==> src/source/soc_bus_pkg.sv <==
// ===================================================================
// Peripheral bus shared definitions
// ===================================================================
`default_nettype none

package soc_bus_pkg;

  // Bus widths
  parameter int addr_w = 32;
  parameter int data_w = 64;

  // Access size codes on the 3-bit size field
  parameter logic [2:0] size_byte  = 3'd0;
  parameter logic [2:0] size_half  = 3'd1;
  parameter logic [2:0] size_word  = 3'd2;
  parameter logic [2:0] size_dword = 3'd3;

  // ===================================================================
  // Memory map
  // ===================================================================
  // CLINT, 64 KB window
  parameter logic [addr_w-1:0] clint_base = 32'h0200_0000;
  parameter logic [addr_w-1:0] clint_mask = 32'hFFFF_0000;
  // Console UART, 4 KB window
  parameter logic [addr_w-1:0] uart_base  = 32'h1000_0000;
  parameter logic [addr_w-1:0] uart_mask  = 32'hFFFF_F000;
  // Data RAM, 1 MB window
  parameter logic [addr_w-1:0] dmem_base  = 32'h8000_0000;
  parameter logic [addr_w-1:0] dmem_mask  = 32'hFFF0_0000;

  // CLINT register offsets inside its window
  parameter logic [15:0] clint_msip_off     = 16'h0000;
  parameter logic [15:0] clint_mtimecmp_off = 16'h4000;
  parameter logic [15:0] clint_mtime_off    = 16'hBFF8;

  // UART register offsets, 16550 numbering
  parameter logic [2:0] uart_thr_off = 3'd0;
  parameter logic [2:0] uart_lsr_off = 3'd5;

  // Line status bits
  parameter int lsr_thr_empty_bit = 5;
  parameter int lsr_tx_idle_bit   = 6;

endpackage

`default_nettype wire

==> src/source/clint_regs.sv <==
// ===================================================================
// CLINT register block
// ===================================================================
`timescale 1ns/1ps
`default_nettype none

module clint_regs (
  input  logic                            clk,
  input  logic                            rst_n,
  input  logic                            valid,
  input  logic [15:0]                     addr,
  input  logic [soc_bus_pkg::data_w-1:0]  wdata,
  input  logic                            we,
  input  logic [2:0]                      size,
  output logic                            ready,
  output logic [soc_bus_pkg::data_w-1:0]  rdata,
  output logic                            mtime_load,
  output logic [soc_bus_pkg::data_w-1:0]  mtime_wdata,
  output logic [soc_bus_pkg::data_w-1:0]  mtimecmp,
  input  logic [soc_bus_pkg::data_w-1:0]  mtime,
  output logic                            soft_irq
);

  logic                           msip;
  logic                           hit_msip;
  logic                           hit_cmp;
  logic                           hit_time;
  logic                           hi_half;
  logic                           wr;
  logic [soc_bus_pkg::data_w-1:0] wmask;
  logic [soc_bus_pkg::data_w-1:0] wdata_al;
  logic [soc_bus_pkg::data_w-1:0] rd_reg;

  // Doubleword match, addr[2] picks a half for word accesses
  assign hit_msip = addr[15:3] == soc_bus_pkg::clint_msip_off[15:3];
  assign hit_cmp  = addr[15:3] == soc_bus_pkg::clint_mtimecmp_off[15:3];
  assign hit_time = addr[15:3] == soc_bus_pkg::clint_mtime_off[15:3];
  assign hi_half  = (size != soc_bus_pkg::size_dword) && addr[2];
  assign wr       = valid && we;

  // Narrow writes touch one 32-bit half only
  assign wmask    = (size == soc_bus_pkg::size_dword) ? '1 :
                    hi_half ? {32'hFFFF_FFFF, 32'h0} : {32'h0, 32'hFFFF_FFFF};
  assign wdata_al = (size == soc_bus_pkg::size_dword) ? wdata : {wdata[31:0], wdata[31:0]};

  // mtime lives in the timer, merged value goes across
  assign mtime_load  = wr && hit_time;
  assign mtime_wdata = (mtime & ~wmask) | (wdata_al & wmask);

  always_ff @(posedge clk) begin
    if (!rst_n) begin
      msip     <= 1'b0;
      mtimecmp <= '1;
      soft_irq <= 1'b0;
    end else begin
      if (wr && hit_msip && wmask[0]) msip <= wdata_al[0];
      if (wr && hit_cmp) mtimecmp <= (mtimecmp & ~wmask) | (wdata_al & wmask);
      soft_irq <= msip;
    end
  end

  // Read mux, unknown offsets read zero
  always_comb begin
    rd_reg = '0;
    if (hit_msip)      rd_reg = {63'h0, msip};
    else if (hit_cmp)  rd_reg = mtimecmp;
    else if (hit_time) rd_reg = mtime;
  end

  assign rdata = hi_half ? {32'h0, rd_reg[63:32]} : rd_reg;
  assign ready = valid;

endmodule

`default_nettype wire

==> config.mk <==
export PLATFORM = sky130hd
export DESIGN_NAME = clint_regs
export DESIGN_NICKNAME = d
export VERILOG_FILES = /design/src/source/soc_bus_pkg.sv /design/src/source/clint_regs.sv
export SDC_FILE = /design/constraint.sdc
export NUM_CORES = 1
export LEC_CHECK = 0
export BUFFER_PORTS_ARGS = -buffer_cell sky130_fd_sc_hd__clkbuf_2
export CAP_MARGIN = 20
export CELL_PAD_IN_SITES_DETAIL_PLACEMENT = 1
export CELL_PAD_IN_SITES_GLOBAL_PLACEMENT = 1
export CORE_MARGIN = 8
export CORE_UTILIZATION = 30
export CTS_BUF_LIST = sky130_fd_sc_hd__clkbuf_8
export DETAILED_ROUTE_END_ITERATION = 10
export HOLD_SLACK_MARGIN = 0.15
export PLACE_DENSITY_LB_ADDON = 0.3
export SYNTH_ARGS = -nofsm -noshare
export SYNTH_HDL_FRONTEND = slang
export SYNTH_SLANG_ARGS = --single-unit
==> constraint.sdc <==
create_clock -name clk -period 3.7 [get_ports clk]
set_clock_uncertainty 0.05 [all_clocks]
set_input_delay 0.74 -clock clk [delete_from_list [all_inputs] [get_ports clk]]
set_output_delay 0.74 -clock clk [all_outputs]
set_load 0.1 [all_outputs]
# ---- Word level (Yosys, flattened, before mapping)
# Index checks and enable logic that the tools add are counted.
# Widths: inputs -> output; s select.
dict set report classes {
  eq_ne 4
  mux 7
  bitwise 6
  n_reduce_logical 7
}
# op n
set ops {}
lappend ops {{$mux 64} 7}
lappend ops {{$and 64x64->64} 3}
lappend ops {{$or 64x64->64} 2}
lappend ops {{$not 64->64} 1}
lappend ops {{$eq 13x12->1 const B} 1}
lappend ops {{$eq 13x13->1 const B} 1}
lappend ops {{$logic_not 13->1} 1}
lappend ops {{$logic_and 1x1->1} 6}
lappend ops {{$eq 3x2->1 const B} 1}
lappend ops {{$ne 3x2->1 const B} 1}
dict set report totals {
  reg_bits 66
  inputBits 151
  output_inout_bits 195
  wordCells 27
}

# ---- Logic depth before layout (Yosys ltp)
dict set report logic_depth {
  depth_word 7
  ltp_mapped 7
  ltp_nobuf 4
}

# ---- Least setup slack after synthesis
# No wires, ideal clock.
dict set report synth_path {
  path_kind {input port to output port}
  from {in addr[2]}
  to {out mtime_wdata[33] (netlist bit)}
  arrival_time_ps 3530
  t_required_ps 2910
  slack_ps -620
  cell_stages 4
  n_path_buf 2
  cell_sequence {clkbuf_1 > buf_2 > mux2i_1 > o21ai_0}
}
dict set report synth_via {
  elab_chain_len 6
  elab_cells_between_ends 7
  cone_classes {2 x mux; 4 x bitwise; 1 x reduce/logical}
}
# item line_no
set synth_lines {}
lappend synth_lines {{start: declaration} clint_regs.sv:11} ;# input logic [15:0] addr,
lappend synth_lines {{$logic_and 1x1->1 *} clint_regs.sv:38} ;# assign hi_half = (size != soc_bus_pkg::size_dword) && addr[2];
lappend synth_lines {{$mux 64 *} clint_regs.sv:43} ;# hi_half ? {32'hFFFF_FFFF, 32'h0} : {32'h0, 32'hFFFF_FFFF};
lappend synth_lines {{$mux 64 *} clint_regs.sv:42} ;# assign wmask = (size == soc_bus_pkg::size_dword) ? '1 :
lappend synth_lines {{$not 64->64} clint_regs.sv:48} ;# assign mtime_wdata = (mtime & ~wmask) | (wdata_al & wmask);
lappend synth_lines {{$and 64x64->64} clint_regs.sv:48}
lappend synth_lines {{$or 64x64->64 *} clint_regs.sv:48}
lappend synth_lines {{end: declaration} clint_regs.sv:18} ;# output logic [soc_bus_pkg::data_w-1:0] mtime_wdata,
# Mark *: on every way between the ends. The rest lies on a longest branch, timed or not.

# ---- Worst setup path after layout
dict set report layout_path {
  from {in addr[5]}
  to {out rdata[19] (netlist bit)}
}
dict set report layout_via {
  elab_chain_len 5
  elab_cells_between_ends 7
  cone_classes {2 x eq/ne; 4 x mux; 1 x reduce/logical}
}
# item line_no
set layout_lines {}
lappend layout_lines {{$eq 13x13->1} clint_regs.sv:37} ;# assign hit_time = addr[15:3] == soc_bus_pkg::clint_mtime_off[15:3];
lappend layout_lines {{$mux 64} clint_regs.sv:67} ;# else if (hit_time) rd_reg = mtime;
lappend layout_lines {{$mux 64} clint_regs.sv:66} ;# else if (hit_cmp) rd_reg = mtimecmp;
lappend layout_lines {{$mux 64 *} clint_regs.sv:65} ;# if (hit_msip) rd_reg = {63'h0, msip};
lappend layout_lines {{$mux 64 *} clint_regs.sv:70} ;# assign rdata = hi_half ? {32'h0, rd_reg[63:32]} : rd_reg;
lappend layout_lines {{end: declaration} clint_regs.sv:16} ;# output logic [soc_bus_pkg::data_w-1:0] rdata,
# Marked as above.

==> impl_results.md <==
- CTS Buf Count: 9
- Synth Flop Type: dfxtp_1
- Design area: 0.00922 mm^2
- Slew Limit Fails: 0
- Area after DPL: 0.00898 mm^2
- Max-slew headroom: 25.0%
- Post-DRT Antenna Nets: 0
- DRC Markers: 0
- Post-CTS setup repair buffer count: 0
- Synth area leader: dfxtp_1
- Sw Ratio: 42.4%
- Clk buf depth: 2
- Largest net degree at the start of global routing: 65
- Post-synth EDFFs: 0
- Minimum hold slack: 0.458 ns
- Run status: completed
- Commonest non-fill, non-tap cells in the layout: 213 x clkbuf_2, 130 x nand2_1, 124 x buf_12
- H-tree depth: 3
- Cell area after synthesis: 0.00497 mm^2
- Vias in the first global route: 7,443
- Hold Path Class: flip-flop to flip-flop
- Period utilisation layout: 89.6%
- Flop pwr share: 27.4%
- Sw Pwr: 0.00110 W
- Ant diodes: 0
- Nature of the critical path endpoint: output port
- Die area: 0.0209 mm^2
- Starting DRT DRC Count: 323
- P_leak: 3.86 nW
- Seq. cell area: 0.00132 mm^2
- WP data required: 2.91 ns
- IO buf count: 343
- Gr usage total: 26.5%
- Fin nets: 1,143
- Area delta synth->final: 85.5%
- Setup violators final: 0
- Grt ovf: 0
- Ranking of synthesized cells by area: dfxtp_1 27%, nand2_1 9.9%, o21ai_0 9.9%, a22oi_1 9.5%, o211ai_2 7.6%
- Crit path kind: input port to output port
- CTS tree: yes
- Yosys warns: 0
- Via density: 5.66
- Placer Congestion: 0.851
- Routed wire per std cell: 23.9 um
- IR drop worst, VDD: 0.150 mV
- Routed via count: 6,889
- Synth Register Bits: 66
- # rows: 47
- Comb pwr share: 44.0%
- DP HPWL: 22.4 mm
- Chip height: 145 um
- Fill cells: 1,947
- Sink Count: 66
- Pwr per Cell Area: 281 mW/mm^2
- Most common cell after layout, fill and taps aside: clkbuf_2
- Ys async rst share: 0%
- Peak Freq: 0.302 GHz
- Register area share after synthesis: 26.6%
- Starting density of the core: 30.3%
- Clock-pin slew on the worst setup and hold paths: 0.08 ns
- Final min period: 3.31 ns
- CP Launch Type: input port
- Number of buffers inserted by hold repair at cts: 0
- First-pass GRT wire length: 42.8 mm
- CTS Root Cell: clkbuf_8
- Layout cell share with drive strength beyond 1: 49.4%
- Multi-input logic area: 0.00359 mm^2
- Syn Area/Cell: 7.22 um^2
- Cells after Synth: 688
- Unrepaired setup endpoints after global routing: false
- Worst Path Arrival: 2.52 ns
- Cell variety after synth: 36
- Total Negative Setup Slacks: 0 ns
- Initial antenna violation count: 0
- Worst skew pair latency: 0.35 ns
- Post-synth net total: 839
- Internal Power: 0.00149 W
- Detailed Routing Iterations Pass 1: 5
- Boundary Pins: 346
- Worst-margin pin slew: 1.12 ns
- Post-CTS Resized: 0
- Clock power share: 28.6%
- Area share of the leading cell type in the synthesized netlist: 26.6%
- Post-Route WL: 29.0 mm
- Core box area: 0.0164 mm^2
- Fin. Hold Viols: 0
- Max-Cap Viols: 0
- Die width: 145 um
- Crit-path max FO: 52
synthesized netlist by cell type (2+ instances only):
cell	n
a22oi_1	63
mux2i_1	32
o211ai_1	2
buf_1	4
nor2_1	32
nand3b_1	2
o211ai_2	30
o21ai_0	98
inv_1	2
o22ai_1	31
nand2_1	131
nand4_1	3
nor4_2	3
a21boi_0	33
dfxtp_1	66
nand3_1	66
buf_4	2
clkbuf_1	37
buf_2	29
buf_12	3
and2_1	3
o21ai_1	2
worst paths after layout:
check,from,end,slack [ns],cells after the start
setup / recovery,addr[5],rdata[19],0.39,7
hold / removal,msip,soft_irq,0.46,1
setup reg to reg,msip,msip,2.89,3
hold reg to reg,msip,soft_irq,0.46,1
area by class of cell:
| cell class | count | share of cell area, % |
|---|---|---|
| clock buffer | 12 | 1.79 |
| clock inverter | 4 | 0.787 |
| inverter | 2 | 0.0814 |
| multi-input combinational | 544 | 39.0 |
| sequential | 66 | 14.3 |
| tap | 220 | 2.99 |
| timing repair buffer | 369 | 41.1 |
per-layer routing:
metal / routed length, um / share of wire, % / global-route usage, % / up-vias
met4: 916 / 3.2 / 11.0 / 0
met5: 0 / 0 / 0 / -
met2: 14900 / 51 / 48.1 / 314
met3: 2390 / 8.2 / 6.79 / 55
met1: 10900 / 37 / 28.7 / 3386
li1: - / - / - / 3134
worst max-delay path, stage by stage:
cell and delay [ns]:
clkbuf_2 0.10, nor4_2 0.40, and4_4 0.33, buf_12 0.25
a22oi_1 0.19, o22ai_2 0.25, buf_12 0.20
cell families after synthesis:
group	count (synthesis)	share of synthesized area, %
buffers and inverters	78	7.91
DFF	66	26.6
and+or+nand+nor	246	21.6
muxes	32	6.45
AOI/OAI and AO/OA	266	37.4
power groups by stage:
stage | combinational, W | clock [W] | sequential, W
3_3_place_gp | 0.00113 | 0 | 0.000726
2_1_floorplan | 0.000673 | 0 | 0.000726
4_1_cts | 0.00114 | 0.000752 | 0.000710
6_report | 0.00114 | 0.000740 | 0.000710
3_5_place_dp | 0.00114 | 0 | 0.000726
5_1_grt | 0.00118 | 0.000784 | 0.000710
metrics by stage:
| step | cells | util [%] | power, W | worst slack [ns] |
|---|---|---|---|---|
| after CTS | 1217 | 56.2 | 0.00260 | 0.393 |
| after floorplan | 688 | - | 0.00140 | -0.516 |
| after global placement | 1201 | 54.7 | 0.00185 | 0.440 |
| final | 1217 | 56.2 | 0.00259 | 0.386 |
| after detailed placement | 1201 | 54.7 | 0.00187 | 0.397 |
| after global routing | 1217 | 56.2 | 0.00267 | 0.290 |
No activity file was read; power rests on OpenSTA's default activity.
