### src/source/soc_bus_pkg.sv
// ===================================================================
// Peripheral bus shared definitions
// ===================================================================
`default_nettype none

package soc_bus_pkg;

  // Bus widths
  parameter int addr_w = 32;
  parameter int data_w = 64;

  // Access size codes on the 3-bit size field
  parameter logic [2:0] size_byte  = 3'd0;
  parameter logic [2:0] size_half  = 3'd1;
  parameter logic [2:0] size_word  = 3'd2;
  parameter logic [2:0] size_dword = 3'd3;

  // ===================================================================
  // Memory map
  // ===================================================================
  // CLINT, 64 KB window
  parameter logic [addr_w-1:0] clint_base = 32'h0200_0000;
  parameter logic [addr_w-1:0] clint_mask = 32'hFFFF_0000;
  // Console UART, 4 KB window
  parameter logic [addr_w-1:0] uart_base  = 32'h1000_0000;
  parameter logic [addr_w-1:0] uart_mask  = 32'hFFFF_F000;
  // Data RAM, 1 MB window
  parameter logic [addr_w-1:0] dmem_base  = 32'h8000_0000;
  parameter logic [addr_w-1:0] dmem_mask  = 32'hFFF0_0000;

  // CLINT register offsets inside its window
  parameter logic [15:0] clint_msip_off     = 16'h0000;
  parameter logic [15:0] clint_mtimecmp_off = 16'h4000;
  parameter logic [15:0] clint_mtime_off    = 16'hBFF8;

  // UART register offsets, 16550 numbering
  parameter logic [2:0] uart_thr_off = 3'd0;
  parameter logic [2:0] uart_lsr_off = 3'd5;

  // Line status bits
  parameter int lsr_thr_empty_bit = 5;
  parameter int lsr_tx_idle_bit   = 6;

endpackage

`default_nettype wire

### src/source/clint_timer.sv
// ===================================================================
// CLINT machine timer
// ===================================================================
`timescale 1ns/1ps
`default_nettype none

module clint_timer (
  input  logic                            clk,
  input  logic                            rst_n,
  input  logic                            mtime_load,
  input  logic [soc_bus_pkg::data_w-1:0]  mtime_wdata,
  input  logic [soc_bus_pkg::data_w-1:0]  mtimecmp,
  output logic [soc_bus_pkg::data_w-1:0]  mtime,
  output logic                            timer_irq
);

  // Free-running counter, a software load wins over the increment
  always_ff @(posedge clk) begin
    if (!rst_n) begin
      mtime <= '0;
    end else if (mtime_load) begin
      mtime <= mtime_wdata;
    end else begin
      mtime <= mtime + 1'b1;
    end
  end

  // Compare is registered, level stays while mtime >= mtimecmp
  always_ff @(posedge clk) begin
    if (!rst_n) begin
      timer_irq <= 1'b0;
    end else begin
      timer_irq <= (mtime >= mtimecmp);
    end
  end

endmodule

`default_nettype wire

### config.mk
export PLATFORM = sky130hd
export DESIGN_NAME = clint_timer
export DESIGN_NICKNAME = d
export VERILOG_FILES = /design/src/source/soc_bus_pkg.sv /design/src/source/clint_timer.sv
export SDC_FILE = /design/constraint.sdc
export NUM_CORES = 1
export LEC_CHECK = 0
export ABC_AREA = 0
export BUFFER_PORTS_ARGS = -buffer_cell sky130_fd_sc_hd__buf_2
export CAP_MARGIN = 10
export CORE_UTILIZATION = 40
export CTS_BUF_LIST = sky130_fd_sc_hd__clkbuf_8
export DETAILED_ROUTE_END_ITERATION = 16
export GPL_ROUTABILITY_DRIVEN = 1
export PLACE_DENSITY_LB_ADDON = 0.25
export SLEW_MARGIN = 40
export SYNTH_ARGS = -nofsm -noshare
export SYNTH_HDL_FRONTEND = slang
export SYNTH_SLANG_ARGS = --single-unit
### constraint.sdc
create_clock -name clk -period 6.7 [get_ports clk]
set_input_delay 1.34 -clock clk [delete_from_list [all_inputs] [get_ports clk]]
set_output_delay 1.34 -clock clk [all_outputs]
set_load 0.005 [all_outputs]
### Word-level counts from Yosys, hierarchy flattened

Cells that the tools add are included.

| cells by class | value |
|---|---|
| add/sub/neg operators | 1 |
| $lt $le $gt $ge | 1 |
| muxes and demuxes | 1 |

Operators by type and width:

| operator | number |
|---|---|
| adder 64 x 1 -> 64 bit (second input constant) | 1 |
| >= comparator 64 bit | 1 |
| 2-to-1 mux 64 bit | 1 |

| storage, ports and cells | value |
|---|---|
| bits in registers | 65 |
| input port bits | 131 |
| output and inout port bits | 65 |
| logic and storage cells | 5 |

### Logic depth before layout (Yosys ltp)

Gate-level depths: netlist of run 1.

| logic depth | value |
|---|---|
| depth in word-level cells | 2 |
| mapped depth | 9 |
| mapped depth without buffers | 8 |

### Worst setup path after synthesis of run 1

OpenSTA, ideal clock, no wires.

| timing path | value |
|---|---|
| path kind | input to register |
| start | input mtimecmp[57] (netlist bit) |
| end | register timer_irq |
| library setup time | 0.124 ns |
| arrival | 2.606 ns |
| required time | 6.576 ns |
| slack | 3.969 ns |
| stages | 8 |
| path buffers | 0 |
| path through | inv_1 > ha_1 > a21oi_1 > o21ai_0 > a221o_1 > a22o_1 > a31oi_1 > o21ai_0 |

| between the ends | value |
|---|---|
| longest elaborated chain between the ends | 1 |

RTL lines:

| item | line | source |
|---|---|---|
| from (decl) | clint_timer.sv:12 | `input logic [soc_bus_pkg::data_w-1:0] mtimecmp,` |
| >= comparator 64 bit | clint_timer.sv:33 | `timer_irq <= (mtime >= mtimecmp);` |
| to (signal assigned) | clint_timer.sv:33 |  |
| to (decl) | clint_timer.sv:14 | `output logic timer_irq` |

Every way passes these cells.
A chain may end at the register's enable or synchronous reset.

### Worst setup path after layout of run 1

| timing path | value |
|---|---|
| start | input mtimecmp[42] (netlist bit) |
| end | register timer_irq |

The elaborated chain is that of the path after synthesis.

==> results.txt, run 1 <==
Status: complete, no violations
Post-layout min period: 2.676 ns
Most frequent cells after synthesis: 71 x inv_1, 65 x dfxtp_1, 65 x ha_1, 64 x nand2_1
Setup-failing EPs final: 0
Predominant post-synthesis flop cell: dfxtp_1
TNS Setup: 0 ns
Vias per std cell: 5.070
Hold Path Origin: mtime[58]
Hold buffers post-CTS: 0
Ranking of synthesized cells by area: dfxtp_1 26%, ha_1 16%, xor2_1 5.9%, inv_1 5.3%, a21oi_1 5.1%
Yosys top cell area share: 25.73%
Crit Reg-Reg Startpoint: mtime[6]
DRT Wirelength: 14.29 mm
Crit path cell chain: buf_2 -> inv_1 -> ha_1 -> nand4_1 -> nor4_1 -> nand2_1 -> o211ai_1 -> a31oi_1 -> o21ai_0
CTS H-tree lvls: 3
FILL cells: 1,236
IR drop worst, VDD: 0.00007311 V
Initial antenna violation count: 1
Drt drc: 0
Core Box Area: 0.01216 mm2
Post_cts resized: 0
Syn nets: 845
Worst EP required: 6.98 ns
Clock slew at reported path FFs: 0.07 ns
TritonRoute pass-1 iters: 4
Post-DRT Antenna Nets: 0
Placed Area: 0.006187 mm2
FMAX: 373.7 MHz
Fin crit share: 39.94%
Die Area: 0.01310 mm2
CP max FO: 4
Nets: 1,028
YS warnings: 0
Critical path's slowest cell: nor4_1
Fin area: 0.006345 mm2
CP endpoint kind: flop
Syn Inst Count: 649
Crit path kind: in2reg
Slew headroom: 49.21%
Post-synthesis cell area: 0.005057 mm2
Initial Utilization: 41.58%
Max cap viols: 0
Vias: 5,100
Worst-Skew Late Latency: 0.35 ns
Reg power frac: 47.6%
Sw Pwr: 0.3021 mW
CP delay by family, top: simple AND/OR/NAND/NOR gates
Clock Tree Buf Depth: 2
Post-synth top area cell: dfxtp_1
Gpl congestion: 0.7920
FF-to-FF path depth: 6
CTS tree: built
Pwr dens: 150.9 mW/mm2
Worst hold path stage count: 2
Reg2reg setup slack: 4.03 ns
Synth cell types: 46
# rows: 40
Root Buffer: clkbuf_8
PortBufs: 195
DR WL/cell: 14.21 um
Largest net degree at the start of global routing: 70
Syn Area/Cell: 7.793 um2
Cts bufs inserted: 9
Least-Margin Pin Slew: 0.7555 ns
Starting DRT DRC Count: 241
Total Routing Usage GR: 21.90%
Clock Power Share: 29.3%
Sequential share of the synthesized area: 25.73%
Area grow syn2layout: 25.46%
Asr flop ratio synth: 0%
Leakage Power: 3.315 nW
Hold Crit Class: reg2reg
Switching share of power: 31.56%
Postcts setup bufs: 0
Cell Int Power: 0.6552 mW
Die Y: 114.4 um
Crit path DAT: 2.95 ns
Hold Path Sink: mtime[58]
Vias in the first global route: 4,625
Synth Register Bits: 65
RSZ-0062 raised after global routing: no
Fin. max-slew vios: 0
Final HPWL DP: 10.86 mm
Clock sink count: 65
Slowest stage delay, CP: 0.57 ns
Gr ovfl total: 0
I/O Pins: 196
Die width: 114.4 um
Combinational fraction of design power: 23.1%
Final hold vios: 0
First-pass GRT wire length: 22.49 mm
Setup Skew: 0.009342 ns
Most frequent cell after synthesis: inv_1
Critical R2R Capture: mtime[50]
CP bufs+invs: 2
Share of cells above drive strength 1: 26.40%
Startpoint Class: input pin
Number of flops mapped to enable cells by yosys: 0
[logic make-up after synthesis]
kind of cell	Yosys count	share of synthesized area (%)
buffers and inverters	98	7.323
XOR/XNOR	61	10.56
AND/OR/NAND/NOR	215	22.61
multiplexers	1	0.1979
flip-flops	65	25.73
adder cells (fa/ha/maj)	65	16.08
AO/OA/AOI/OAI	144	17.49
[stage by stage]
step                      util, %  std cells  hold slack, ns  power (mW)  setup slack, ns
after floorplan                 -        649          0.5779      0.5844            3.969
after global placement      50.85        989          0.5964      0.6826            3.639
after detailed placement    50.87        989          0.5958      0.6861            3.705
after CTS                   52.15       1005          0.6084      0.9691            3.992
after global routing        52.15       1005          0.6436       1.021            3.820
final                       52.17       1006          0.6077      0.9573            4.024
[power groups by stage]
stage / Sequential [mW] / Clock [mW] / Combinational, mW
after CTS: 0.455 / 0.290 / 0.224
after detailed placement: 0.464 / 0 / 0.222
after floorplan: 0.455 / 0 / 0.129
after global routing: 0.460 / 0.307 / 0.254
final: 0.455 / 0.280 / 0.222
after global placement: 0.464 / 0 / 0.219
[final cells by class]
| type | instances | area, um2 | area share (%) |
|---|---|---|---|
| flip-flops and latches | 65 | 1301 | 20.51 |
| clock buffers | 9 | 123.9 | 1.952 |
| repair buffers | 199 | 1006 | 15.85 |
| multi-input cells | 486 | 3401 | 53.60 |
| diodes | 1 | 2.502 | 0.03944 |
| clock inverters | 7 | 31.28 | 0.4930 |
| well taps | 168 | 210.2 | 3.313 |
| inverters | 71 | 269.0 | 4.240 |
[worst min-delay path: stages, from the launching register on]
cell and delay (ns):
dfxtp_1 0.34, xnor2_1 0.16, a21oi_1 0.06
[worst max-delay path by stage]
stage | cells after the start | from | to | slack, ns
after floorplan | 8 | mtimecmp[57] | timer_irq | 3.97
after global placement | 5 | mtime_load | mtime[31] | 3.64
after detailed placement | 9 | mtimecmp[2] | timer_irq | 3.71
after CTS | 6 | mtime[6] | mtime[50] | 3.99
after global routing | 6 | mtime[6] | mtime[50] | 3.82
final | 9 | mtimecmp[42] | timer_irq | 4.02
[state kept, by name, summed over array words and instances (netlist names)]
| name | count |
|---|---|
| mtime | 64 |
| timer_irq | 1 |
[layout by cell type (no fill, tap or decap), types with 11 or more instances in the layout]
cell type and n:
buf_2 195, inv_1 73, ha_1 65, dfxtp_1 65
nand2_1 64, o21ai_0 52, a21oi_1 52, xor2_1 34
nand4_1 33, nand3_1 28, xnor2_1 27, and2_1 18
o211a_1 17, nor2_1 15, nand2b_1 13, nor3_1 11
[layer usage]
| layer | track usage (%) | part of all wire (%) |
|---|---|---|
| met5 | 0 | 0 |
| met4 | 7.619 | 1.4 |
| met1 | 27.95 | 45 |
| met2 | 37.21 | 48 |
| met3 | 3.706 | 5.9 |
No activity file was read; power rests on OpenSTA's default activity.
==> run 2, diff against run 1 <==
clock period = 2.6 ns   (was 6.7 ns; I/O delays follow)
==> run 2 against run 1 <==
Compared with the run above: hold slack got worse by 0.22 ns; flip-flop and latch count did not move; clock power increased to 3.8 times the previous value; design area increased by 3.2%; combinational power rose to 2.7 times the previous value; first-iteration DRC count down 3.3%; setup slack got worse by 3.8 ns; critical path depth shrank 3; clock skew is 0.00068 ns lower; sequential power grew to 2.5 times the previous value; register-to-register slack worse by 3.8 ns; cell count rose by 1.4%.
==> results.txt, run 2 (synthesized netlist as in run 1, its figures left out) <==
Status: complete, no violations
Crit path DAT: 2.60 ns
CP bufs+invs: 0
CP most frequent cell: or3_1
Least-Margin Pin Slew: 0.6114 ns
Reg power frac: 40.9%
Hold buffers post-CTS: 0
Pwr dens: 432.6 mW/mm2
Setup Skew: 0.008665 ns
Hold Crit Class: in2reg
Clock sink count: 65
DRT Wirelength: 14.29 mm
Vias in the first global route: 4,817
Root Buffer: clkbuf_8
CP endpoint kind: flop
Post_cts resized: 0
Cell Int Power: 2.030 mW
Met3 usage: 3.706%
Crit Reg-Reg Startpoint: mtime[24]
Final hold vios: 0
CP delay by family, top: simple AND/OR/NAND/NOR gates
Share of cells above drive strength 1: 27.97%
Clock slew at reported path FFs: 0.07 ns
Initial antenna violation count: 1
Clock Tree Buf Depth: 2
Reg with most FFs: mtime
Switching share of power: 28.35%
Max cap viols: 0
Sw Pwr: 0.8028 mW
Total Routing Usage GR: 22.40%
Critical path's slowest cell: or3_1
FMAX: 424.7 MHz
# rows: 40
Fin crit share: 90.57%
Flip-flop count of the largest register after layout: 64
Startpoint Class: flop
Post-layout min period: 2.355 ns
Commonest non-fill, non-tap cell in the layout: buf_2
RSZ-0062 raised after global routing: no
CP startpoint: mtime[24]
Met1 Use GR: 28.98%
IR drop worst, VDD: 0.0002500 V
Reg2reg setup slack: 0.25 ns
Die width: 114.4 um
PortBufs: 195
Cts bufs inserted: 9
Die Y: 114.4 um
Crit path kind: reg2reg
GRT busiest layer: met2
Combinational fraction of design power: 21.2%
FF-to-FF path depth: 6
TNS Setup: 0 ns
Setup-failing EPs final: 0
Core Box Area: 0.01216 mm2
Area grow syn2layout: 29.47%
M2 GR Usage: 37.78%
Worst-Skew Late Latency: 0.35 ns
TritonRoute pass-1 iters: 4
Vias: 5,121
Biggest regs: mtime (64), timer_irq (1)
Leakage Power: 3.422 nW
Postcts setup bufs: 0
First-pass GRT wire length: 23.09 mm
CP max FO: 7
Total Power: 2.832 mW
Gr ovfl total: 0
CTS tree: built
Worst EP required: 2.85 ns
Gpl congestion: 0.8098
Starting DRT DRC Count: 233
Crit path depth: 6
Largest net degree at the start of global routing: 59
CTS H-tree lvls: 3
Vias per std cell: 5.021
Post-DRT Antenna Nets: 0
Critical path endpoint: mtime[44]
Crit path cell chain: nand4_2 -> or3_1 -> or3_1 -> or3_1 -> xnor2_1 -> o211a_1
Slew headroom: 58.71%
I/O Pins: 196
DR WL/cell: 14.01 um
Nets: 1,042
Slowest stage delay, CP: 0.50 ns
Critical R2R Capture: mtime[44]
Fin. max-slew vios: 0
Die Area: 0.01310 mm2
Clock Power Share: 37.9%
Drt drc: 0
Most frequent cells in the layout: 195 x buf_2, 70 x inv_1, 65 x ha_1, 65 x dfxtp_1, 64 x nand2_1
Final HPWL DP: 11.20 mm
Initial Utilization: 41.58%
-- run 2: changes by cell type in the layout (fill, tap and decap cells not counted) --
cell / previous run / this run
inv_1: 73 / 70
inv_4: 1 / 0
buf_4: 4 / 17
clkinv_2: 4 / 3
inv_2: 0 / 1
clkbuf_8: 9 / 10
bufinv_16: 0 / 3
buf_12: 0 / 1
-- run 2: how the worst min path moves through the flow --
stage,slack [ns],depth (start not counted),endpoint,start
after floorplan,0.58,2,mtime[63],mtime[63]
after global placement,0.59,2,mtime[63],mtime[63]
after detailed placement,0.59,2,mtime[58],mtime[58]
after CTS,0.37,2,mtime[22],mtime_wdata[22]
after global routing,0.38,2,mtime[4],mtime_wdata[4]
final,0.39,2,mtime[22],mtime_wdata[22]
-- run 2: metal layers --
metal  vias to the layer above  routed length [um]
met1                      2303                6638
li1                       2664                   -
met4                         0                 213
met3                        14                 796
met2                       140                6640
met5                         -                   0
-- run 2: power by group through the flow --
stage               Clock [mW]  Combinational [mW]  Sequential (mW)
floorplan                    0               0.332             1.17
global placement             0               0.596             1.18
detailed placement           0               0.601             1.18
CTS                       1.10               0.606             1.16
global route              1.14               0.689             1.17
finish                    1.07               0.599             1.16
-- run 2: final cells by class --
class | instances | area [um2]
Inverter | 71 | 266.5
Multi-Input combinational cell | 486 | 3401
Antenna cell | 1 | 2.502
Tap cell | 168 | 210.2
Clock inverter | 6 | 105.1
Clock buffer | 10 | 137.6
Fill cell | 1215 | 5614
Sequential cell | 65 | 1301
Timing Repair Buffer | 213 | 1124
-- run 2: per-stage QoR --
stage | hold slack [ns] | std cells | util (%) | worst slack, ns | instance area (um2)
after floorplan | 0.5779 | 649 | - | 0.3136 | 5057
after global placement | 0.5925 | 1003 | 51.82 | 0.2953 | 6302
after detailed placement | 0.5950 | 1003 | 51.82 | 0.2496 | 6302
after CTS | 0.3723 | 1019 | 53.82 | 0.2393 | 6545
after global routing | 0.3839 | 1019 | 53.82 | 0.04678 | 6545
final | 0.3917 | 1020 | 53.84 | 0.2452 | 6548
