## src/source/soc_bus_pkg.sv

```systemverilog
// ===================================================================
// Peripheral bus shared definitions
// ===================================================================
`default_nettype none

package soc_bus_pkg;

  // Bus widths
  parameter int addr_w = 32;
  parameter int data_w = 64;

  // Access size codes on the 3-bit size field
  parameter logic [2:0] size_byte  = 3'd0;
  parameter logic [2:0] size_half  = 3'd1;
  parameter logic [2:0] size_word  = 3'd2;
  parameter logic [2:0] size_dword = 3'd3;

  // ===================================================================
  // Memory map
  // ===================================================================
  // CLINT, 64 KB window
  parameter logic [addr_w-1:0] clint_base = 32'h0200_0000;
  parameter logic [addr_w-1:0] clint_mask = 32'hFFFF_0000;
  // Console UART, 4 KB window
  parameter logic [addr_w-1:0] uart_base  = 32'h1000_0000;
  parameter logic [addr_w-1:0] uart_mask  = 32'hFFFF_F000;
  // Data RAM, 1 MB window
  parameter logic [addr_w-1:0] dmem_base  = 32'h8000_0000;
  parameter logic [addr_w-1:0] dmem_mask  = 32'hFFF0_0000;

  // CLINT register offsets inside its window
  parameter logic [15:0] clint_msip_off     = 16'h0000;
  parameter logic [15:0] clint_mtimecmp_off = 16'h4000;
  parameter logic [15:0] clint_mtime_off    = 16'hBFF8;

  // UART register offsets, 16550 numbering
  parameter logic [2:0] uart_thr_off = 3'd0;
  parameter logic [2:0] uart_lsr_off = 3'd5;

  // Line status bits
  parameter int lsr_thr_empty_bit = 5;
  parameter int lsr_tx_idle_bit   = 6;

endpackage

`default_nettype wire

```

## src/source/soc_bus_decoder.sv

```systemverilog
// ===================================================================
// Priority address decoder
// ===================================================================
`timescale 1ns/1ps
`default_nettype none

module soc_bus_decoder (
  input  logic                            clk,
  input  logic                            rst_n,
  // Master side
  input  logic                            req_valid,
  input  logic [soc_bus_pkg::addr_w-1:0]  req_addr,
  input  logic [soc_bus_pkg::data_w-1:0]  req_wdata,
  input  logic                            req_we,
  input  logic [2:0]                      req_size,
  output logic                            req_ready,
  output logic [soc_bus_pkg::data_w-1:0]  req_rdata,
  // CLINT
  output logic                            clint_valid,
  output logic [15:0]                     clint_addr,
  output logic [soc_bus_pkg::data_w-1:0]  clint_wdata,
  output logic                            clint_we,
  output logic [2:0]                      clint_size,
  input  logic                            clint_ready,
  input  logic [soc_bus_pkg::data_w-1:0]  clint_rdata,
  // UART
  output logic                            uart_valid,
  output logic [2:0]                      uart_addr,
  output logic [7:0]                      uart_wdata,
  output logic                            uart_we,
  input  logic                            uart_ready,
  input  logic [7:0]                      uart_rdata,
  // DMEM
  output logic                            dmem_valid,
  output logic [soc_bus_pkg::addr_w-1:0]  dmem_addr,
  output logic [soc_bus_pkg::data_w-1:0]  dmem_wdata,
  output logic                            dmem_we,
  output logic [2:0]                      dmem_size,
  input  logic                            dmem_ready,
  input  logic [soc_bus_pkg::data_w-1:0]  dmem_rdata
);

  // One-hot select, bit 0 CLINT, bit 1 UART, bit 2 DMEM
  logic [2:0] sel_now;
  logic [2:0] sel;
  logic [2:0] sel_q;
  logic       hold_q;

  // Window match in priority order
  always_comb begin
    sel_now = 3'b000;
    if ((req_addr & soc_bus_pkg::clint_mask) == soc_bus_pkg::clint_base) begin
      sel_now[0] = 1'b1;
    end else if ((req_addr & soc_bus_pkg::uart_mask) == soc_bus_pkg::uart_base) begin
      sel_now[1] = 1'b1;
    end else if ((req_addr & soc_bus_pkg::dmem_mask) == soc_bus_pkg::dmem_base) begin
      sel_now[2] = 1'b1;
    end
  end

  // A stalled transfer keeps its slave until it completes
  assign sel = hold_q ? sel_q : sel_now;

  always_ff @(posedge clk) begin
    if (!rst_n) begin
      hold_q <= 1'b0;
      sel_q  <= 3'b000;
    end else begin
      hold_q <= req_valid && !req_ready;
      sel_q  <= sel;
    end
  end

  // ===================================================================
  // Request routing, unselected slaves see zeros
  // ===================================================================
  assign clint_valid = req_valid && sel[0];
  assign clint_addr  = sel[0] ? req_addr[15:0] : '0;
  assign clint_wdata = sel[0] ? req_wdata : '0;
  assign clint_we    = sel[0] && req_we;
  assign clint_size  = sel[0] ? req_size : '0;

  // UART is byte wide, size is ignored
  assign uart_valid  = req_valid && sel[1];
  assign uart_addr   = sel[1] ? req_addr[2:0] : '0;
  assign uart_wdata  = sel[1] ? req_wdata[7:0] : '0;
  assign uart_we     = sel[1] && req_we;

  assign dmem_valid  = req_valid && sel[2];
  assign dmem_addr   = sel[2] ? req_addr : '0;
  assign dmem_wdata  = sel[2] ? req_wdata : '0;
  assign dmem_we     = sel[2] && req_we;
  assign dmem_size   = sel[2] ? req_size : '0;

  // Response mux
  always_comb begin
    req_ready = 1'b0;
    req_rdata = '0;
    if (sel[0]) begin
      req_ready = clint_ready;
      req_rdata = clint_rdata;
    end else if (sel[1]) begin
      req_ready = uart_ready;
      req_rdata = {56'h0, uart_rdata};
    end else if (sel[2]) begin
      req_ready = dmem_ready;
      req_rdata = dmem_rdata;
    end else begin
      // Unmapped, complete at once with zero data
      req_ready = req_valid;
    end
  end

endmodule

`default_nettype wire

```

## config.mk

```make
export PLATFORM = sky130hd
export DESIGN_NAME = soc_bus_decoder
export DESIGN_NICKNAME = d
export VERILOG_FILES = /design/src/source/soc_bus_pkg.sv /design/src/source/soc_bus_decoder.sv
export SDC_FILE = /design/constraint.sdc
export NUM_CORES = 1
export LEC_CHECK = 0
export BUFFER_PORTS_ARGS = -buffer_cell sky130_fd_sc_hd__buf_2
export CORE_AREA = 8 8 190 192
export DETAILED_ROUTE_END_ITERATION = 8
export DIE_AREA = 0 0 198 200
export SLEW_MARGIN = 20
export SYNTH_ARGS = -nofsm -noshare
export SYNTH_HDL_FRONTEND = slang
export SYNTH_SLANG_ARGS = --single-unit
```

## constraint.sdc

```tcl
create_clock -name clk -period 2 [get_ports clk]
set_input_delay 0.1 -clock clk [delete_from_list [all_inputs] [get_ports clk]]
set_output_delay 0.1 -clock clk [all_outputs]
set_load 0.005 [all_outputs]
```

; After elaboration in Yosys (flattened, before gate mapping)
; Cells that the tools add are included.
[classes]
n_eq_ne = 3
muxes = 20
n_reduce_logical = 8
[op_table]
columns = operator, n
row1 = two-way mux 64 bit, 5
row2 = two-way mux 32 bit, 1
row3 = "== test 20 x 17 -> 1 bit, second input constant", 1
row4 = "== test 16 x 10 -> 1 bit, second input constant", 1
row5 = two-way mux 16 bit, 1
row6 = "== test 12 bit, second input constant", 1
row7 = two-way mux 3 bit, 4
row8 = two-way mux 8 bit, 1
row9 = logical AND 1 bit, 7
row10 = two-way mux 1 bit, 7
row11 = two-way mux 2 bit, 1
row12 = zero test 1 bit, 1
[word_totals]
ff_bits = 4
input_bits = 242
out_inout_bits = 264

; Depth between registers and ports, before layout
; Gate-level depths: netlist (run 1).
[depth]
word_depth = 10
mapped_depth = 8

; Worst setup path before layout (run 1)
; OpenSTA, ideal clock, no wires.
[synth_timing]
path_type = in2out
from = input port req_addr[12] in the netlist's numbering
to = output port req_rdata[10] in the netlist's numbering
arrival_time_ps = 1819
t_required_ps = 1900
setup_slack_ps = 81
stages = 8
path_buffers = 3
path_cell_list = or4_1 > or3_1 > o21a_1 > buf_6 > and3_4 > buf_6 > buf_6 > a22o_1
[synth_between]
elab_chain_len = 7
word_cells_on_any_way = 8
classes_between = 1 x eq/ne / 7 x mux
[synth_lines]
columns = element, line_no
row1 = from (decl), soc_bus_decoder.sv:12  ; input logic [soc_bus_pkg::addr_w-1:0] req_addr,
row2 = == test 20 x 17 -> 1 bit *, soc_bus_decoder.sv:54  ; end else if ((req_addr & soc_bus_pkg::uart_mask) == soc_bus_pkg::uart_base) begin
row3 = two-way mux 1 bit, soc_bus_decoder.sv:54
row4 = two-way mux 2 bit *, soc_bus_decoder.sv:52  ; if ((req_addr & soc_bus_pkg::clint_mask) == soc_bus_pkg::clint_base) begin
row5 = two-way mux 3 bit *, soc_bus_decoder.sv:62  ; assign sel = hold_q ? sel_q : sel_now;
row6 = two-way mux 64 bit, soc_bus_decoder.sv:105  ; end else if (sel[2]) begin
row7 = two-way mux 64 bit *, soc_bus_decoder.sv:102  ; end else if (sel[1]) begin
row8 = two-way mux 64 bit *, soc_bus_decoder.sv:99  ; if (sel[0]) begin
row9 = to (decl), soc_bus_decoder.sv:17  ; output logic [soc_bus_pkg::data_w-1:0] req_rdata,
; Every way passes the cells marked *; elsewhere a longest branch is shown, timed or not.

; Worst setup path in the final report (run 1)
[layout_timing]
from = input port req_addr[12] in the netlist's numbering
to = output port req_rdata[41] in the netlist's numbering
; Same word-level chain as after synthesis.

==> impl_metrics.json, run 1 <==
{
  "wl_met1_um": 9300,
  "r2r_slack_ns": 0.24,
  "rsz0062_at_grt": "true",
  "fin_hold_ws_ns": 0.129,
  "p_leak_nw": 3.71,
  "route.met3.wl_um": 2290,
  "min_period_ns": 2.13,
  "place_hpwl_um": 17700,
  "reg2regPathDepth": 8,
  "overflow": 0,
  "port_buffers": 505,
  "r2r-start": "hold_q",
  "violations": "negative setup slack",
  "top_layer_used": "met5",
  "antenna_found_initial": 5,
  "ys_types": 26,
  "hold_path.class": "input pin to flop",
  "clockBufferDepth": 2,
  "cp_max_fo": 14,
  "endpoint": "req_rdata[41]",
  "num_vias": 4864,
  "ant_nets": 0,
  "critPathCaptureType": "primary output",
  "drc": 0,
  "slew_violations": 0,
  "die_h_um": 200,
  "powerDensity_nw_per_um2": 116,
  "chipWidth_um": 198,
  "viasPerCell": 3.68,
  "clock_sinks": 4,
  "finalSetupTns_ns": -8.93,
  "core_area_um2": 33100,
  "grt_pass1_vias": 4794,
  "cp-start-kind": "input pin",
  "finalWirelength_um": 22800,
  "finalHoldViolations": 0,
  "ir_drop_mv": 0.185,
  "syn_to_final_growth_pct": 158,
  "setup_viol_count_final": 107,
  "drive_gt1_share_pct": 65.2,
  "clock_skew_ns": 0.00166,
  "synth_area_um2": 2340,
  "worstSetupPathType": "input pin to primary output",
  "startpoint": "req_addr[12]",
  "fmax_mhz": 470,
  "die_area_um2": 39600,
  "grt_pass1_wl_um": 29600,
  "cts.clk_slew.worst_paths_ns": 0.03,
  "ys_seq_area_share_pct": 3.42,
  "syn_avg_cell_area_um2": 6.54,
  "first_pass_iters": 5,
  "fin_area_um2": 6050,
  "drt_iter0_drc": 213,
  "grt_usage_pct": 9.59,
  "final_util_pct": 18.3,
  "dpl_cell_area_um2": 5530,
  "htreeDepth": 1,
  "nets": 1115,
  "gp_congestion": 0.916,
  "cts_root_buffer": "clkbuf_16",
  "period_share_pct": 106,
  "ys_ff_latch": 4,
  "cts_tree": "yes",
  "worstPathArrival_ns": 2.03,
  "slowest_stage": "or4_1",
  "start_util_pct": 7.07,
  "rows": 67,
  "cts_buffers": 3,
  "maxCapViolations": 0,
  "wl_met2_um": 10600,
  "cp_common_cell": "buf_2",
  "outcome": "finished with violations",
  "grt_max_degree": 34,
  "crit_required_ns": 1.90,
  "placedCellCount": 1298,
  "cts_hold_buf": 0,
  "wl_per_cell_um": 17.2,
  "synthCells": 358,
  "relSlewSlack_pct": 75.3,
  "layoutNonFillerInstCount": 1322,
  "synth_warnings": 0,
  "reg2reg_to": "hold_q",
  "io_pins": 506,
  "path_cells": "buf_2 -> or4_1 -> or3_1 -> o21a_4 -> and3_4 -> a22o_1 -> buf_2",
  "synthesis.nets": 600,
  "setup_ws_ns": -0.126,
  "clk_latency_ns": 0.23,
  "max_stage_delay_ns": 0.53,
  "worst-slew-pin-transition_ns": 0.368
}
power breakdown:
part,switching [W],internal [W],total (W),leakage (nW)
clock,0.0000614,0.000256,0.000317,0.0370
sequential,0.00000131,0.0000814,0.0000827,0.0328
combinational,0.000122,0.000178,0.000300,3.64
total,0.000184,0.000516,0.000700,3.71
placed cells by master, fill, tap and decap left out, types with 2 or more instances in the layout:
master       n
dfxtp_1      3
diode_2      3
and3_1       6
and2_4       5
buf_6        2
nand4_1      2
buf_2      505
buf_12       9
nand3_1      7
nand2_1      3
nor4_1       2
buf_16       3
a21oi_2      2
clkbuf_16    5
a21oi_1     14
nor2_1      10
buf_8        7
buf_4       14
and2_1     191
a22o_1      56
and3_4       6
worst max-delay path, delay by kind of cell:
family                 cells  cell delay, ns
AND/OR/NAND/NOR            3            1.20
AO/OA/AOI/OAI              2            0.48
buffers and inverters      2            0.24
Yosys cell counts, drive strengths merged:
master | instances | share of area [%]
o21ai | 3 | 0.64
a21oi | 16 | 3.4
a221oi | 1 | 0.37
and3 | 7 | 2.1
and4 | 1 | 0.37
nand4 | 2 | 0.53
nor3 | 1 | 0.21
o21a | 1 | 0.32
or3 | 1 | 0.27
a32oi | 1 | 0.37
o2111a | 1 | 0.48
and2 | 196 | 52
nand2 | 4 | 0.64
nor3b | 1 | 0.32
a32o | 1 | 0.43
nor4 | 3 | 0.80
dfxtp | 4 | 3.4
nand3 | 8 | 1.7
clkbuf | 29 | 4.6
a22o | 56 | 21
nor2 | 10 | 1.6
or4 | 1 | 0.32
buf | 9 | 3.5
inv | 1 | 0.16
what timing repair did:
action                                  CTS  global route
gates resized for setup                  32            10
cloned                                    9             3
buffers inserted                          5             2
endpoints found under the setup margin  113           163
pin swaps                                 5             3
cells by family after synthesis:
family	share of synthesized area, %
flip-flops	3.42
buffers and inverters	8.34
AO/OA/AOI/OAI	27.0
AND/OR/NAND/NOR	61.3
registers in the layout (all words and copies together) (netlist names):
name    flops
hold_q      1
sel_q       3
final cells by class:
| class | instances | area (um^2) |
|---|---|---|
| Timing Repair Buffer | 543 | 3110 |
| Clock buffer | 3 | 75.1 |
| Antenna cell | 3 | 7.51 |
| Inverter | 1 | 3.75 |
| Sequential cell | 4 | 81.3 |
| Multi-Input combinational cell | 320 | 2210 |
| Fill cell | 3716 | 27100 |
| Tap cell | 448 | 561 |
metal layers:
layer,up-vias,track usage (%)
li1,2263,-
met1,2232,12.0
met2,330,15.5
met3,35,3.15
met4,4,2.68
met5,-,0
through the flow:
stage | power (W) | setup WS, ns
3_5_place_dp | 0.000375 | -0.163
2_1_floorplan | 0.0000977 | 0.0814
4_1_cts | 0.000704 | -0.123
3_3_place_gp | 0.000372 | -0.121
5_1_grt | 0.000732 | -0.177
6_report | 0.000700 | -0.126
how the worst min path moves through the flow:
| stage | start | end | depth (start not counted) |
|---|---|---|---|
| global route | rst_n | sel_q[2] | 2 |
| floorplan | rst_n | sel_q[0] | 1 |
| global placement | rst_n | sel_q[1] | 2 |
| finish | rst_n | sel_q[2] | 2 |
| detailed placement | rst_n | sel_q[2] | 2 |
| CTS | rst_n | sel_q[2] | 2 |
Note: power is estimated with default switching activity, not from simulation.
==> inputs of run 2 (changes only) <==
--- a/config.mk
+++ b/config.mk
@@ -6,9 +6,13 @@
 export NUM_CORES = 1
 export LEC_CHECK = 0
 export BUFFER_PORTS_ARGS = -buffer_cell sky130_fd_sc_hd__buf_2
-export CORE_AREA = 8 8 190 192
+export CELL_PAD_IN_SITES_DETAIL_PLACEMENT = 0
+export CELL_PAD_IN_SITES_GLOBAL_PLACEMENT = 1
+export CORE_AREA = 8 8 189 191
 export DETAILED_ROUTE_END_ITERATION = 8
-export DIE_AREA = 0 0 198 200
+export DIE_AREA = 0 0 197 199
+export MAX_ROUTING_LAYER = met4
+export PLACE_DENSITY_LB_ADDON = 0.1
 export SLEW_MARGIN = 20
 export SYNTH_ARGS = -nofsm -noshare
 export SYNTH_HDL_FRONTEND = slang
==> run 2 against run 1 <==
  * The flow still finishes with violations (negative setup slack)
  * Clock skew is 0.0016 ns lower
  * Utilization is 1.1 points higher
  * Fmax is 1.7% higher
  * Sequential cell count stayed put
  * Register-to-register slack better by 0.10 ns
  * First-iteration DRC count is 36% lower
  * Die area is 1.0% lower
  * Critical path type unchanged
  * Critical endpoint is now req_rdata[58]
  * Largest cell class unchanged
==> impl_metrics.json, run 2 (synthesis gave the netlist of run 1 again) <==
{
  "antenna_found_initial": 3,
  "viasPerCell": 3.47,
  "r2r_slack_ns": 0.34,
  "clockBufferDepth": 2,
  "layoutNonFillerInstCount": 1338,
  "drt_iter0_drc": 136,
  "placedCellCount": 1307,
  "slew_violations": 0,
  "num_vias": 4639,
  "rsz0062_at_grt": "true",
  "slowest_stage": "or4_4",
  "path_cells": "buf_6 -> or4_4 -> or3_4 -> o21a_1 -> and3_4 -> buf_12 -> a22o_1 -> buf_2",
  "clock_sinks": 4,
  "hold_path.class": "input pin to flop",
  "port_buffers": 505,
  "clk_latency_ns": 0.22,
  "p_leak_nw": 3.85,
  "grt_max_degree": 52,
  "critPathCaptureType": "primary output",
  "largestRegisters": "sel_q (3), hold_q (1)",
  "worstPathArrival_ns": 1.99,
  "layout_common_cells": "502 x buf_2, 191 x and2_1, 56 x a22o_1",
  "syn_to_final_growth_pct": 171,
  "cts_tree": "yes",
  "cts_hold_buf": 0,
  "min_from": "rst_n",
  "finalWirelength_um": 26300,
  "drc": 0,
  "powerDensity_nw_per_um2": 108,
  "worst-slew-pin-transition_ns": 0.443,
  "cp_max_fo": 20,
  "ant_nets": 0,
  "cts.clk_slew.worst_paths_ns": 0.03,
  "finalHoldViolations": 0,
  "min_period_ns": 2.09,
  "multi_input_area_um2": 2160,
  "die_area_um2": 39200,
  "cts_buffers": 3,
  "cp-start-kind": "input pin",
  "clock_skew_ns": 0.0000992,
  "max_stage_delay_ns": 0.52,
  "drive_gt1_share_pct": 66.3,
  "first_pass_iters": 4,
  "htreeDepth": 1,
  "grt_pass1_vias": 4964,
  "setup_ws_ns": -0.0917,
  "p_total_w": 0.000689,
  "crit_required_ns": 1.90,
  "fmax_mhz": 478,
  "maxCapViolations": 0,
  "period_share_pct": 105,
  "r2r-start": "hold_q",
  "cts_root_buffer": "clkbuf_16",
  "violations": "negative setup slack",
  "ir_drop_mv": 0.209,
  "die_h_um": 199,
  "gp_congestion": 0.834,
  "grt_usage_pct": 11.4,
  "post-place-ws_ns": -0.106,
  "fillers": 3860,
  "regMostFlops": "sel_q",
  "final_common_cell": "buf_2",
  "cp.buffers_inverters": 3,
  "largest_register_ffs": 3,
  "startpoint": "req_addr[12]",
  "place_hpwl_um": 21000,
  "setup_viol_count_final": 66,
  "overflow": 0,
  "grt_pass1_wl_um": 33000,
  "chipWidth_um": 197,
  "rows": 67,
  "start_util_pct": 7.12,
  "worstSetupPathType": "input pin to primary output",
  "io_pins": 506,
  "wl_per_cell_um": 19.6,
  "nets": 1131,
  "core_area_um2": 32900,
  "relSlewSlack_pct": 70.2,
  "critPathTopFamily": "simple AND/OR/NAND/NOR gates",
  "outcome": "finished with violations",
  "seq_area_um2": 81.3
}
==> run 2: repair_timing <==
| action | in CTS | in global routing |
|---|---|---|
| pin swaps | 3 | 2 |
| gates resized for setup | 21 | 19 |
| cloned | 2 | 14 |
| setup buffers | 3 | 7 |
| setup endpoints to repair | 230 | 202 |
==> run 2: final cells by class <==
class | instances | share of cell area (%)
tap | 448 | 8.83
sequential | 4 | 1.28
clock buffer | 3 | 1.18
antenna | 3 | 0.118
inverter | 1 | 0.0591
timing repair buffer | 564 | 54.6
multi-input combinational | 315 | 33.9
==> run 2: worst paths after layout <==
| kind | to | depth (start not counted) |
|---|---|---|
| max | req_rdata[58] | 8 |
| min | sel_q[1] | 2 |
| max reg2reg | hold_q | 8 |
| min reg2reg | sel_q[1] | 4 |
==> run 2: through the flow <==
step	utilization (%)	area (um^2)	hold slack, ns	setup TNS (ns)
after floorplan	-	2340	0.222	0
after detailed placement	17.2	5670	0.359	-4.89
final	19.3	6350	0.130	-3.77
after CTS	18.0	5910	0.132	-5.26
after global routing	19.3	6350	0.156	-14.28
after global placement	17.2	5670	0.361	-4.52
==> run 2: layer usage <==
layer | track usage [%] | up-vias | share of wire (%)
li1 | - | 2288 | -
met1 | 12.2 | 2101 | 39
met2 | 22.3 | 240 | 55
met3 | 2.28 | 10 | 5.8
met4 | 0.975 | 0 | 0.53
met5 | - | - | 0
==> run 2: power breakdown <==
group          total [W]  switching [W]  internal [W]
clock           0.000307      0.0000520      0.000255
combinational   0.000299       0.000114      0.000185
sequential     0.0000824    0.000000976     0.0000814
total           0.000689       0.000167      0.000522
